===== src/rvCorePkg.sv =====
/* Shared types for the RV32I subset core: ALU ops, LUI, LW and SW only
   Opcode values follow the base ISA encoding */
`default_nettype none

package rvCorePkg;

  // Datapath widths
  localparam int dataWidth    = 32;
  localparam int regAddrWidth = 5;

  // Major opcodes still decoded, bits [6:0]
  typedef enum logic [6:0] {
    opLoad  = 7'b0000011,
    opOpImm = 7'b0010011,
    opStore = 7'b0100011,
    opOp    = 7'b0110011,
    opLui   = 7'b0110111
  } opcodeT;

  // ALU functions, decode to execute
  typedef enum logic [3:0] {
    aluAdd,
    aluSub,
    aluSll,
    aluSlt,
    aluSltu,
    aluXor,
    aluSrl,
    aluSra,
    aluOr,
    aluAnd
  } aluOpT;

  // Immediate layouts left after dropping branches and jumps
  typedef enum logic [1:0] {
    immI,
    immS,
    immU
  } immFormatT;

  localparam logic [dataWidth-1:0] nopInstruction = 32'h0000_0013; // ADDI x0,x0,0

endpackage : rvCorePkg

`default_nettype wire


===== src/decodeStage.sv =====
/* Decodes ALU ops, LUI, LW and SW; any other word leaves as a bubble
   A load followed by a dependent instruction costs one stall cycle */
`timescale 1ns/1ps
`default_nettype none

module decodeStage import rvCorePkg::*; #(
  parameter int numRegs = 32
) (
  input  logic                    Clock,
  input  logic                    reset,
  input  logic                    instrValid,
  input  logic [dataWidth-1:0]    instruction,
  output logic                    stall,
  output logic [regAddrWidth-1:0] rs1Addr,
  output logic [regAddrWidth-1:0] rs2Addr,
  input  logic [dataWidth-1:0]    rs1Data,
  input  logic [dataWidth-1:0]    rs2Data,
  output logic                    exValid,
  output aluOpT                   exAluOp,
  output logic                    exUseImm,
  output logic                    exIsLui,
  output logic                    exIsLoad,
  output logic                    exIsStore,
  output logic                    exRegWrEn,
  output logic [regAddrWidth-1:0] exRd,
  output logic [regAddrWidth-1:0] exRs1,
  output logic [regAddrWidth-1:0] exRs2,
  output logic [dataWidth-1:0]    exImm,
  output logic [dataWidth-1:0]    exRs1Data,
  output logic [dataWidth-1:0]    exRs2Data
);

  opcodeT                  opcode;
  logic [2:0]              funct3;
  logic [6:0]              funct7;
  logic [regAddrWidth-1:0] rd;
  logic                    rs1Used;
  logic                    rs2Used;
  logic                    legal;     // Inside the kept subset
  aluOpT                   aluOp;
  immFormatT               immFormat;
  logic [dataWidth-1:0]    imm;

  //////////////////////////////
  // Field extraction
  //////////////////////////////
  assign opcode  = opcodeT'(instruction[6:0]);
  assign funct3  = instruction[14:12];
  assign funct7  = instruction[31:25];
  assign rd      = instruction[11:7];
  assign rs1Addr = instruction[19:15];
  assign rs2Addr = instruction[24:20];

  assign rs1Used = opcode inside {opOp, opOpImm, opLoad, opStore}; // LUI reads nothing
  assign rs2Used = opcode inside {opOp, opStore};

  // ALU op and legality
  always_comb begin
    aluOp = aluAdd; // Address add for LW and SW
    case (opcode)
      opLui:           legal = 1'b1;
      opLoad, opStore: legal = (funct3 == 3'b010); // Word access only
      opOp, opOpImm: begin
        case (funct3)
          3'b000:  aluOp = (opcode == opOp && funct7[5]) ? aluSub : aluAdd;
          3'b001:  aluOp = aluSll;
          3'b010:  aluOp = aluSlt;
          3'b011:  aluOp = aluSltu;
          3'b100:  aluOp = aluXor;
          3'b101:  aluOp = funct7[5] ? aluSra : aluSrl;
          3'b110:  aluOp = aluOr;
          default: aluOp = aluAnd;
        endcase
        // funct7 is immediate bits for OP_IMM except shifts
        legal = (opcode == opOpImm && funct3[1:0] != 2'b01) || (funct7 == 7'b0) ||
                (funct7 == 7'b0100000 &&
                 (funct3 == 3'b101 || (opcode == opOp && funct3 == 3'b000)));
      end
      default: legal = 1'b0;
    endcase
  end

  //////////////////////////////
  // Immediate generator
  //////////////////////////////
  assign immFormat = (opcode == opLui)   ? immU :
                     (opcode == opStore) ? immS :
                                           immI;

  always_comb begin
    case (immFormat)
      immU:    imm = {instruction[31:12], 12'b0};
      immS:    imm = {{20{instruction[31]}}, instruction[31:25], instruction[11:7]};
      default: imm = {{20{instruction[31]}}, instruction[31:20]};
    endcase
  end

  // Load-use check against the load now in execute
  assign stall = instrValid && exValid && exIsLoad && (exRd != '0) &&
                 ((rs1Used && rs1Addr == exRd) || (rs2Used && rs2Addr == exRd));

  //////////////////////////////
  // Q102 register
  //////////////////////////////
  always_ff @(posedge Clock) begin
    if (reset) begin
      exValid <= 1'b0;
    end else begin
      exValid <= instrValid && legal && !stall; // Bubble on stall or bad word
    end
  end

  always_ff @(posedge Clock) begin
    exAluOp   <= aluOp;
    exUseImm  <= (opcode != opOp);
    exIsLui   <= (opcode == opLui);
    exIsLoad  <= (opcode == opLoad);
    exIsStore <= (opcode == opStore);
    exRegWrEn <= (opcode != opStore);
    exRd      <= rd;
    exRs1     <= rs1Used ? rs1Addr : '0; // Unused source never matches a forward
    exRs2     <= rs2Used ? rs2Addr : '0;
    exImm     <= imm;
    exRs1Data <= rs1Data;
    exRs2Data <= rs2Data;
  end

  // Hardware drops these silently
  subsetOnly: assert property (@(posedge Clock) disable iff (reset)
    instrValid |-> legal);

  regIndexInRange: assert property (@(posedge Clock) disable iff (reset)
    instrValid && legal |-> (!rs1Used || rs1Addr < numRegs) &&
                            (!rs2Used || rs2Addr < numRegs) &&
                            (opcode == opStore || rd < numRegs));

endmodule : decodeStage

`default_nettype wire


===== src/executeStage.sv =====
/* Forwarding priority: memory stage, then write-back, then the decode read
   A load in the memory stage is never a source here, decode stalls first */
`timescale 1ns/1ps
`default_nettype none

module executeStage import rvCorePkg::*; (
  input  logic                    Clock,
  input  logic                    reset,
  input  logic                    exValid,
  input  aluOpT                   exAluOp,
  input  logic                    exUseImm,
  input  logic                    exIsLui,
  input  logic                    exIsLoad,
  input  logic                    exIsStore,
  input  logic                    exRegWrEn,
  input  logic [regAddrWidth-1:0] exRd,
  input  logic [regAddrWidth-1:0] exRs1,
  input  logic [regAddrWidth-1:0] exRs2,
  input  logic [dataWidth-1:0]    exImm,
  input  logic [dataWidth-1:0]    exRs1Data,
  input  logic [dataWidth-1:0]    exRs2Data,
  input  logic                    wbEn,
  input  logic [regAddrWidth-1:0] wbAddr,
  input  logic [dataWidth-1:0]    wbData,
  output logic                    memValid,
  output logic [dataWidth-1:0]    memAluOut,
  output logic [dataWidth-1:0]    memStoreData,
  output logic                    memIsLoad,
  output logic                    memIsStore,
  output logic                    memRegWrEn,
  output logic [regAddrWidth-1:0] memRd
);

  logic [dataWidth-1:0] op1;    // Forwarded rs1
  logic [dataWidth-1:0] op2;    // Forwarded rs2, also store data
  logic [dataWidth-1:0] aluIn2;
  logic [dataWidth-1:0] aluOut;
  logic [4:0]           shamt;

  //////////////////////////////
  // Operand forwarding
  //////////////////////////////
  function automatic logic [dataWidth-1:0] forward(
    input logic [regAddrWidth-1:0] rs,
    input logic [dataWidth-1:0]    regData
  );
    if (rs != '0 && memValid && memRegWrEn && memRd == rs) begin
      return memAluOut; // Youngest producer
    end else if (wbEn && wbAddr == rs) begin
      return wbData;    // wbEn already low for x0
    end
    return regData;
  endfunction

  always_comb begin
    op1 = forward(exRs1, exRs1Data);
    op2 = forward(exRs2, exRs2Data);
  end

  //////////////////////////////
  // ALU
  //////////////////////////////
  assign aluIn2 = exUseImm ? exImm : op2;
  assign shamt  = aluIn2[4:0];

  always_comb begin
    case (exAluOp)
      aluAdd:  aluOut = op1 + aluIn2; // Also LW and SW address
      aluSub:  aluOut = op1 - aluIn2;
      aluSll:  aluOut = op1 << shamt;
      aluSlt:  aluOut = {{(dataWidth-1){1'b0}}, ($signed(op1) < $signed(aluIn2))};
      aluSltu: aluOut = {{(dataWidth-1){1'b0}}, (op1 < aluIn2)};
      aluXor:  aluOut = op1 ^ aluIn2;
      aluSrl:  aluOut = op1 >> shamt;
      aluSra:  aluOut = $signed(op1) >>> shamt;
      aluOr:   aluOut = op1 | aluIn2;
      default: aluOut = op1 & aluIn2;
    endcase
    if (exIsLui) begin
      aluOut = exImm; // Upper immediate passes straight through
    end
  end

  // Q103 register
  always_ff @(posedge Clock) begin
    if (reset) begin
      memValid <= 1'b0;
    end else begin
      memValid <= exValid;
    end
  end

  always_ff @(posedge Clock) begin
    memAluOut    <= aluOut;
    memStoreData <= op2;
    memIsLoad    <= exIsLoad;
    memIsStore   <= exIsStore;
    memRegWrEn   <= exRegWrEn;
    memRd        <= exRd;
  end

  // Load data is not back yet, so memAluOut would be its address
  noLoadForward: assert property (@(posedge Clock) disable iff (reset)
    exValid && memValid && memIsLoad && memRd != '0 |->
      memRd != exRs1 && memRd != exRs2);

endmodule : executeStage

`default_nettype wire


===== src/fetchStage.sv =====
/* Instruction memory answers one cycle after the address, no flow control
   During a stall the PC holds and the previous word is presented again */
`timescale 1ns/1ps
`default_nettype none

module fetchStage import rvCorePkg::*; #(
  parameter logic [dataWidth-1:0] resetPc = '0
) (
  input  logic                 Clock,
  input  logic                 reset,
  input  logic                 stall,
  output logic [dataWidth-1:0] imemAddress,
  input  logic [dataWidth-1:0] imemData,
  output logic                 instrValid,
  output logic [dataWidth-1:0] instruction
);

  logic [dataWidth-1:0] pc;        // Q100 address
  logic [dataWidth-1:0] heldInstr; // Word handed to decode last cycle
  logic                 stallQ;    // Stall seen last cycle

  assign imemAddress = pc;

  always_ff @(posedge Clock) begin
    if (reset) begin
      pc         <= resetPc;
      instrValid <= 1'b0;
      stallQ     <= 1'b0;
    end else begin
      if (!stall) begin
        pc <= pc + dataWidth'(4);
      end
      instrValid <= 1'b1; // First word lands next cycle
      stallQ     <= stall;
    end
  end

  always_ff @(posedge Clock) begin
    heldInstr <= instruction;
  end

  // Memory data arrives for the address after the held one, so replay once
  assign instruction = !instrValid ? nopInstruction :
                       stallQ      ? heldInstr      :
                                     imemData;

  // One bubble frees the load-dependent instruction
  stallOneCycle: assert property (@(posedge Clock) disable iff (reset)
    stall |=> !stall);

endmodule : fetchStage

`default_nettype wire


===== src/memWriteback.sv =====
/* Data memory returns read data one cycle after dmemRdEn, no flow control
   Word accesses only; the address is not checked for alignment */
`timescale 1ns/1ps
`default_nettype none

module memWriteback import rvCorePkg::*; (
  input  logic                    Clock,
  input  logic                    reset,
  input  logic                    memValid,
  input  logic [dataWidth-1:0]    memAluOut,
  input  logic [dataWidth-1:0]    memStoreData,
  input  logic                    memIsLoad,
  input  logic                    memIsStore,
  input  logic                    memRegWrEn,
  input  logic [regAddrWidth-1:0] memRd,
  output logic [dataWidth-1:0]    dmemAddress,
  output logic [dataWidth-1:0]    dmemWrData,
  output logic                    dmemWrEn,
  output logic                    dmemRdEn,
  input  logic [dataWidth-1:0]    dmemRdData,
  output logic                    wbEn,
  output logic [regAddrWidth-1:0] wbAddr,
  output logic [dataWidth-1:0]    wbData
);

  logic                 wbIsLoad;
  logic [dataWidth-1:0] wbAluOut; // Q104 ALU result

  // Memory port straight from Q103
  assign dmemAddress = memAluOut;
  assign dmemWrData  = memStoreData;
  assign dmemWrEn    = memValid && memIsStore;
  assign dmemRdEn    = memValid && memIsLoad;

  always_ff @(posedge Clock) begin
    if (reset) begin
      wbEn <= 1'b0;
    end else begin
      wbEn <= memValid && memRegWrEn && (memRd != '0); // x0 never written
    end
  end

  always_ff @(posedge Clock) begin
    wbAddr   <= memRd;
    wbIsLoad <= memIsLoad;
    wbAluOut <= memAluOut;
  end

  assign wbData = wbIsLoad ? dmemRdData : wbAluOut; // Load data lands this cycle

endmodule : memWriteback

`default_nettype wire


===== src/registerFile.sv =====
/* x0 is hardwired to zero and has no storage; writes to it are dropped
   Same-cycle read of the register being written returns the new value */
`timescale 1ns/1ps
`default_nettype none

module registerFile import rvCorePkg::*; #(
  parameter int numRegs = 32
) (
  input  logic                    Clock,
  input  logic                    reset,
  input  logic [regAddrWidth-1:0] rs1Addr,
  input  logic [regAddrWidth-1:0] rs2Addr,
  output logic [dataWidth-1:0]    rs1Data,
  output logic [dataWidth-1:0]    rs2Data,
  input  logic                    wbEn,
  input  logic [regAddrWidth-1:0] wbAddr,
  input  logic [dataWidth-1:0]    wbData
);

  logic [dataWidth-1:0] regs [1:numRegs-1];

  always_ff @(posedge Clock) begin
    if (reset) begin
      for (int i = 1; i < numRegs; i++) begin
        regs[i] <= '0;
      end
    end else if (wbEn && wbAddr != '0 && wbAddr < numRegs) begin
      regs[wbAddr] <= wbData;
    end
  end

  // Read ports, write-through bypass ahead of the array
  assign rs1Data = (rs1Addr == '0)             ? '0     :
                   (wbEn && wbAddr == rs1Addr) ? wbData :
                                                 regs[rs1Addr];

  assign rs2Data = (rs2Addr == '0)             ? '0     :
                   (wbEn && wbAddr == rs2Addr) ? wbData :
                                                 regs[rs2Addr];

endmodule : registerFile

`default_nettype wire


===== src/rvCore.sv =====
/* Five-stage RV32I subset core, no branches or jumps, word loads and stores
   Both memories are external with a one-cycle synchronous read */
`timescale 1ns/1ps
`default_nettype none

module rvCore import rvCorePkg::*; #(
  parameter logic [dataWidth-1:0] resetPc = '0,
  parameter int                   numRegs = 32 // 16 for an RV32E-style core
) (
  input  logic                 Clock,
  input  logic                 reset,
  output logic [dataWidth-1:0] imemAddress,
  input  logic [dataWidth-1:0] imemData,
  output logic [dataWidth-1:0] dmemAddress,
  output logic [dataWidth-1:0] dmemWrData,
  output logic                 dmemWrEn,
  output logic                 dmemRdEn,
  input  logic [dataWidth-1:0] dmemRdData
);

  // Fetch to decode
  logic                    stall;
  logic                    instrValid;
  logic [dataWidth-1:0]    instruction;

  // Register file ports
  logic [regAddrWidth-1:0] rs1Addr;
  logic [regAddrWidth-1:0] rs2Addr;
  logic [dataWidth-1:0]    rs1Data;
  logic [dataWidth-1:0]    rs2Data;

  // Q102
  logic                    exValid;
  aluOpT                   exAluOp;
  logic                    exUseImm;
  logic                    exIsLui;
  logic                    exIsLoad;
  logic                    exIsStore;
  logic                    exRegWrEn;
  logic [regAddrWidth-1:0] exRd;
  logic [regAddrWidth-1:0] exRs1;
  logic [regAddrWidth-1:0] exRs2;
  logic [dataWidth-1:0]    exImm;
  logic [dataWidth-1:0]    exRs1Data;
  logic [dataWidth-1:0]    exRs2Data;

  // Q103
  logic                    memValid;
  logic [dataWidth-1:0]    memAluOut;
  logic [dataWidth-1:0]    memStoreData;
  logic                    memIsLoad;
  logic                    memIsStore;
  logic                    memRegWrEn;
  logic [regAddrWidth-1:0] memRd;

  // Q104 write-back, also a forwarding source
  logic                    wbEn;
  logic [regAddrWidth-1:0] wbAddr;
  logic [dataWidth-1:0]    wbData;

  //////////////////////////////
  // Stages
  //////////////////////////////
  fetchStage #(.resetPc(resetPc)) i_fetchStage (
    .Clock, .reset, .stall,
    .imemAddress, .imemData,
    .instrValid, .instruction
  );

  decodeStage #(.numRegs(numRegs)) i_decodeStage (
    .Clock, .reset, .instrValid, .instruction, .stall,
    .rs1Addr, .rs2Addr, .rs1Data, .rs2Data,
    .exValid, .exAluOp, .exUseImm, .exIsLui, .exIsLoad, .exIsStore, .exRegWrEn,
    .exRd, .exRs1, .exRs2, .exImm, .exRs1Data, .exRs2Data
  );

  registerFile #(.numRegs(numRegs)) i_registerFile (
    .Clock, .reset,
    .rs1Addr, .rs2Addr, .rs1Data, .rs2Data,
    .wbEn, .wbAddr, .wbData
  );

  executeStage i_executeStage (
    .Clock, .reset,
    .exValid, .exAluOp, .exUseImm, .exIsLui, .exIsLoad, .exIsStore, .exRegWrEn,
    .exRd, .exRs1, .exRs2, .exImm, .exRs1Data, .exRs2Data,
    .wbEn, .wbAddr, .wbData,
    .memValid, .memAluOut, .memStoreData, .memIsLoad, .memIsStore, .memRegWrEn, .memRd
  );

  memWriteback i_memWriteback (
    .Clock, .reset,
    .memValid, .memAluOut, .memStoreData, .memIsLoad, .memIsStore, .memRegWrEn, .memRd,
    .dmemAddress, .dmemWrData, .dmemWrEn, .dmemRdEn, .dmemRdData,
    .wbEn, .wbAddr, .wbData
  );

endmodule : rvCore

`default_nettype wire


===== config.mk =====
export PLATFORM = sky130hd
export DESIGN_NAME = rvCore
export DESIGN_NICKNAME = d
export VERILOG_FILES = /design/src/rvCorePkg.sv /design/src/decodeStage.sv /design/src/executeStage.sv /design/src/fetchStage.sv /design/src/memWriteback.sv /design/src/registerFile.sv /design/src/rvCore.sv
export SDC_FILE = /design/constraint.sdc
export NUM_CORES = 2
export LEC_CHECK = 0
export BUFFER_PORTS_ARGS = -buffer_cell sky130_fd_sc_hd__buf_2
export CAP_MARGIN = 20
export CORE_UTILIZATION = 40
export DETAILED_ROUTE_END_ITERATION = 8
export SETUP_SLACK_MARGIN = 0.4
export SKIP_LAST_GASP = 1
export SLEW_MARGIN = 5
export SYNTH_ARGS = -nofsm -noshare
export SYNTH_HDL_FRONTEND = slang
export SYNTH_SLANG_ARGS = --single-unit
export TNS_END_PERCENT = 5

===== constraint.sdc =====
create_clock -name Clock -period 6.3 [get_ports Clock]
set_clock_uncertainty 0.05 [all_clocks]
set_input_delay 1.26 -clock Clock [delete_from_list [all_inputs] [get_ports Clock]]
set_output_delay 1.26 -clock Clock [all_outputs]
set_load 0.01 [all_outputs]

**Yosys cells after proc, flatten, opt, wreduce, memory -nomap -nowiden**

Memories as Yosys holds them, arrays and structs flattened.
Cells that the tools add are included.

- $add $sub $neg: 3
- Order comparisons: 2
- Equality and inequality tests: 33
- Shift-type cells: 3
- Muxes and demuxes: 34
- Bitwise logic cells: 3
- Reduce and logical (&&, ||, !) cells: 47

Operator list:

| kind | count |
|---|---|
| $mux W32 | 14 |
| $pmux W32 S9 | 1 |
| $lt A32 B32 Y1 | 2 |
| $pmux W31 S2 | 1 |
| $eq A5 B5 Y1 | 8 |
| $add A32 B3 Y32 const B | 1 |
| $add A32 B32 Y32 | 1 |
| $and A32 B32 Y32 | 1 |
| $or A32 B32 Y32 | 1 |
| $reduce_or A32 Y1 | 1 |
| $shl A32 B5 Y32 | 1 |
| $shr A32 B5 Y32 | 1 |
| $sshr A32 B5 Y32 | 1 |
| $sub A32 B32 Y32 | 1 |
| $xor A32 B32 Y32 | 1 |
| $eq A7 B6 Y1 const B | 4 |
| $pmux W4 S7 | 1 |
| $logic_and A1 B1 Y1 | 27 |
| $reduce_bool A5 Y1 | 5 |
| $eq A4 B3 Y1 const B | 4 |
| $mux W1 | 14 |
| $ne A7 B6 Y1 const B | 2 |
| $logic_not A5 Y1 | 2 |
| $eq A3 B3 Y1 const B | 3 |
| other kinds (21) | 27 |

- Register bits after elaboration: 299
- RAM bits: 992
- Input port bits: 66
- Output and inout port bits: 98
- Logic and storage cells: 154
- Memories: 1

Memories:

| memory | words | bits a word | read ports | clocked after memory_dff | write ports | line | source |
|---|---|---|---|---|---|---|---|
| i_registerFile.regs | 31 | 32 | 2 | 0 | 31 | registerFile.sv:20 | `logic [dataWidth-1:0] regs [1:numRegs-1];` |

**Logic depth before layout (Yosys ltp)**

- Depth in word-level cells: 10
- Mapped depth: 23
- Gate-level depth less buffers: 20

**Hierarchy**

From an unflattened synthesis, not the netlist that was laid out.

- Cells, all modules: 6222
- Area, all modules: 75200.9 um^2

By module, submodules not included:

| module | times used | cells each | area an instance (um^2) | seq. area each (um^2) |
|---|---|---|---|---|
| registerFile | 1 | 3741 | 54722.5 | 30749.5 |
| executeStage | 1 | 1814 | 12710.9 | 1461.4 |
| decodeStage | 1 | 253 | 3269.4 | 2422.3 |
| fetchStage | 1 | 269 | 2658.8 | 1281.2 |
| memWriteback | 1 | 145 | 1839.3 | 780.7 |

**Worst setup path before layout**

OpenSTA, ideal clock, no wires.

- Path kind: input to register
- Start point: input port dmemRdData[2]
- End point: register i_executeStage.memAluOut[26]
- Setup time: 0.120 ns
- Data arrival time: 5.729 ns
- Data required time: 6.130 ns
- Slack: 0.401 ns
- Stages on the path: 20
- Path buffers: 5
- Cells stage by stage: mux2i_1 nand3_1 o211a_2 nor2_2 buf_2 buf_2 buf_2 buf_1 ha_1 clkbuf_1 nor2b_1 o21ai_0 a311o_1 a211oi_1 o31ai_1 o31ai_1 a2111oi_0 a211oi_1 o221a_2 a21oi_2

- Cells in the longest elaborated chain, start to end: 8
- Elaborated cells between the ends (all ways): 15
- Classes of those cells: add/sub: 2; shift: 3; mux: 10

Ends and longest elaborated chain:

| element | line | source |
|---|---|---|
| start, declared | rvCore.sv:18 | `input logic [dataWidth-1:0] dmemRdData` |
| $mux W32 * | memWriteback.sv:49 | `assign wbData = wbIsLoad ? dmemRdData : wbAluOut;` |
| $mux W32 | executeStage.sv:49 | `end else if (wbEn && wbAddr == rs) begin` |
| $mux W32 | executeStage.sv:47 | `if (rs != '0 && memValid && memRegWrEn && memRd == rs) begin` |
| $mux W32 | executeStage.sv:52 | `return regData;` |
| $mux W32 | executeStage.sv:63 | `assign aluIn2 = exUseImm ? exImm : op2;` |
| $sub A32 B32 Y32 (tied with other cells) | executeStage.sv:69 | `aluSub: aluOut = op1 - aluIn2;` |
| $pmux W32 S9 * | executeStage.sv:67 | `case (exAluOp)` |
| $mux W32 * | executeStage.sv:79 | `if (exIsLui) begin` |
| named net i_executeStage.aluOut[26] | executeStage.sv:37 | `logic [dataWidth-1:0] aluOut;` |
| end signal, assigned | executeStage.sv:94 | `memAluOut <= aluOut;` |
| end, declared | executeStage.sv:26 | `output logic [dataWidth-1:0] memAluOut,` |

Mark *: on every way through the listed nets, which the timed path passes. The rest lies on a longest branch. The select of a mux whose other input is x is not followed.
A chain may end at the register's enable or synchronous reset.

**Worst setup path in the final report**

- Start point: register i_memWriteback.wbAddr[0]
- End point: register i_executeStage.memAluOut[26]

- Cells in the longest elaborated chain, start to end: 9
- Elaborated cells between the ends (all ways): 21
- Classes of those cells: add/sub: 2; eq/ne: 2; shift: 3; mux: 9; bitwise: 3; reduce/logical: 2

Ends and longest elaborated chain:

| element | line | source |
|---|---|---|
| start, declared | memWriteback.sv:22 | `output logic [regAddrWidth-1:0] wbAddr,` |
| start signal, assigned | memWriteback.sv:44 | `wbAddr <= memRd;` |
| $eq A5 B5 Y1 * | executeStage.sv:49 |  |
| $logic_and A1 B1 Y1 * | executeStage.sv:49 |  |
| $mux W1 * | executeStage.sv:49 |  |
| $mux W1 * | executeStage.sv:47 |  |
| $mux W32 * | executeStage.sv:52 |  |
| named net i_executeStage.op2[21] | executeStage.sv:35 | `logic [dataWidth-1:0] op2;` |
| $mux W32 * | executeStage.sv:63 |  |
| $sub A32 B32 Y32 or $add A32 B32 Y32 (tied branches) | executeStage.sv:69, executeStage.sv:68 |  |
| $pmux W32 S9 * | executeStage.sv:67 |  |
| $mux W32 * | executeStage.sv:79 |  |
| named net i_executeStage.aluOut[26] | executeStage.sv:37 |  |

Mark *: on every way through the listed nets, which the timed path passes. The rest lies on a longest branch.

==> metrics <==
routed length per instance between 30 and 40 um; f_max around 0.17 GHz; synthesis-to-layout area growth 12.8%; post-synthesis xor/xnor area fraction 0.776%; Remaining DRCs 71; worst stage delay on the critical path ~760 ps; core outline area 188000 um^2; failing checks DRC; Max-cap violations 0; Final min period 5930 ps; VDD IR-drop max ~0.00036 V; Worst-Margin Slew ~1300 ps; Cell Area, Synth about 76000 um^2; Post CTS Setup Buffer Count 0; crit start category flop; worst min-delay path category flop to flop; Routed Antenna Nets 0; Hold Slack roughly 280 ps; grt ovf 0; row count 159; post-route setup TNS 0 ps; Finished Layout Cells around 12k; post-synthesis mux area share 2.29%; number of global-route vias before repair 69.6k; # port buffers 161; Final period util 94.1%; drt via density 6.47; clock sinks 1315; Unique masters post-synth between 100 and 150; crit-path max FO 30; Slew HR around 10%; placed cell count 11.3k; status complete, but fails checks; CTS tree yes; Pwr Density ~300 nW/um^2; Finish-stage setup viols 0; Critical-path top delay cell o21ai_0; clock buffer depth 3; Lkg Pwr ~33 nW; DP Area 80400 um^2; total power 25.7 mW; largest net degree at the start of global routing 169; DRT iter0 DRCs 11.8k; DP Worst Slack 389 ps; GP Congestion 1.07; DIE AREA 191000 um^2; kind of critical path flop to flop; Skew-Pair Late Insertion Delay 840 ps; ratio of cells with drive above 1 in the final layout 11.5%; count of flip-flops with a built-in enable after synthesis 1024; Starting Density 40.3%; sequential share of the synthesized area roughly half; Post-synth ARST share 0%; Data arrival, critical path 6650 ps; die height 437 um; Post-DP HPWL ~230 mm; Vias 75.0k; CTS Buf Count 149; commonest non-fill, non-tap cell in the layout nand2_1; max-slew violation count 0; final wirelength approximately 360 mm; RSZ-0062 raised after global routing yes; FF+latch count, synth 1315; Synth warnings 0; Final Core Density 45.4%; I/O pin count 164; CTS root buffer clkbuf_16; Worst-path clk slew around 60 ps; Die W 437 um; DRT Pass-1 Iters 9; initial antenna violation count 17; first-pass GRT wire length 503 mm; cells after synthesis 9090; GRT Resource Usage Total 36.0%; Setup crit end kind flop; Synth Area in Simple Gates between 20% and 30%; crit-path cells xnor2_1, and4_1, nand2_2, buf_12, nor2_1, a21oi_1, o21ai_0, mux2_2, ha_1, inv_1, a21oi_1, nand2_1, o31ai_1, o31ai_1, buf_4, a2111oi_0, a211oi_1, o221a_2, a21oi_2; Design Area, Final 85300 um^2; Critical Path RT 7020 ps; most frequent cells in the layout nand2_1 (2254), nor2_1 (1224), nand3_1 (1075); final hold vios 0; Post-Synthesis Mean Instance Area between 8 and 9 um^2; Synth Area in Adders 1.67%; Compound-Gate Fraction of Synth Area 13.1%; ys flop type edfxtp_1; main combinational cell family by area after synthesis simple AND/OR/NAND/NOR gates; nets 9134; final worst setup slack 372 ps; H-tree depth 4
## flip-flops by register name, indices dropped and copies added (netlist names), 4 cells and up
| register | count |
|---|---|
| i_registerFile.regs | 1024 |
| i_decodeStage.exImm | 32 |
| i_decodeStage.exRs1Data | 32 |
| i_decodeStage.exRs2Data | 32 |
| i_executeStage.memAluOut | 32 |
| i_executeStage.memStoreData | 32 |
| i_memWriteback.wbAluOut | 32 |
| i_fetchStage.imemAddress | 30 |
| i_fetchStage.heldInstr | 27 |
| i_decodeStage.exRs1 | 5 |
| i_decodeStage.exRs2 | 5 |
| i_executeStage.memRd | 5 |
| i_memWriteback.wbAddr | 5 |
| i_decodeStage.exAluOp | 4 |
| i_decodeStage.exRd | 4 |
## cell families after synthesis
family / Yosys count
AOI/OAI and AO/OA: 1349
xor gates and xnor gates: 67
adders and majority gates: 100
and+or+nand+nor: 5094
other: 1
muxes: 155
buffers and inverters: 1009
DFF: 1315
## report_power, final
part | switching, mW | internal, mW
Clock | 3.83 | 5.04
Combinational | 4.60 | 1.71
Sequential | 0.585 | 9.91
## metal layers
layer  GRT usage, %  part of all wire, %  wire length [um]  up-vias
met5              0                0.035               123        -
met4           21.6                  6.9             24500       18
met3           9.30                   13             46400     1293
met2           54.3                   43            154000     5910
met1           46.3                   37            130000    36000
li1               -                    -                 -    31800
## final cells by class
type | count | area, um^2
inverters | 159 | 652
clock buffers | 181 | 4010
multi-input cells | 6799 | 35900
repair buffers | 544 | 4200
well taps | 2495 | 3120
diodes | 5 | 12.5
fillers | 18100 | 102000
clock inverters | 92 | 841
flip-flops and latches | 1315 | 36600
## Yosys cell counts (15+ instances only)
cell / count / area share, %
ha_1: 98 / 1.6
a311oi_1: 332 / 3.8
a221oi_1: 19 / 0.22
mux2i_1: 88 / 1.2
o221ai_1: 15 / 0.17
nor2b_1: 16 / 0.13
a21o_1: 30 / 0.30
o22ai_1: 46 / 0.38
xor2_1: 30 / 0.35
buf_1: 55 / 0.27
a21oi_1: 256 / 1.7
inv_1: 147 / 0.73
o21ai_0: 142 / 0.94
a22oi_1: 18 / 0.18
dfxtp_1: 291 / 7.7
clkbuf_1: 726 / 3.6
o31ai_1: 24 / 0.24
nand2_1: 2325 / 12
nor3_1: 118 / 0.78
nor2_1: 1226 / 6.1
nand4_1: 47 / 0.39
a211oi_1: 188 / 1.9
mux2_2: 55 / 0.82
nand3_1: 1075 / 7.1
and3_1: 178 / 1.5
edfxtp_1: 1024 / 41
xnor2_1: 37 / 0.43
buf_2: 45 / 0.30
a31oi_1: 97 / 0.80
## worst max-delay path: cells and delay by family (launching register included)
kind                       cells  cell delay, ps
AOI/OAI and AO/OA              9            2850
and+or+nand+nor                4             930
buffers and inverters          3             640
DFF                            1             560
muxes                          1             320
adders and majority gates      1             310
xor gates and xnor gates       1             180
## path summary, 6_finish.rpt
check                                                 startpoint                                   end  slack (ps)  depth (start not counted)
worst max-delay path            i_memWriteback.wbAddr[0]$_DFF_P_  i_executeStage.memAluOut[26]$_DFF_P_         370                         19
worst min-delay path             i_decodeStage.exRegWrEn$_DFF_P_     i_executeStage.memRegWrEn$_DFF_P_         280                          0
worst max register to register  i_memWriteback.wbAddr[0]$_DFF_P_  i_executeStage.memAluOut[26]$_DFF_P_         370                         19
worst min register to register   i_decodeStage.exRegWrEn$_DFF_P_     i_executeStage.memRegWrEn$_DFF_P_         280                          0
## what timing repair did
action / 4_1_cts / 5_1_grt
resized for setup: 0 / 2
endpoints found under the hold margin: 0 / 0
endpoints found under the setup margin: 0 / 9
hold buffers: 0 / 0
No activity file was read; power rests on OpenSTA's default activity.
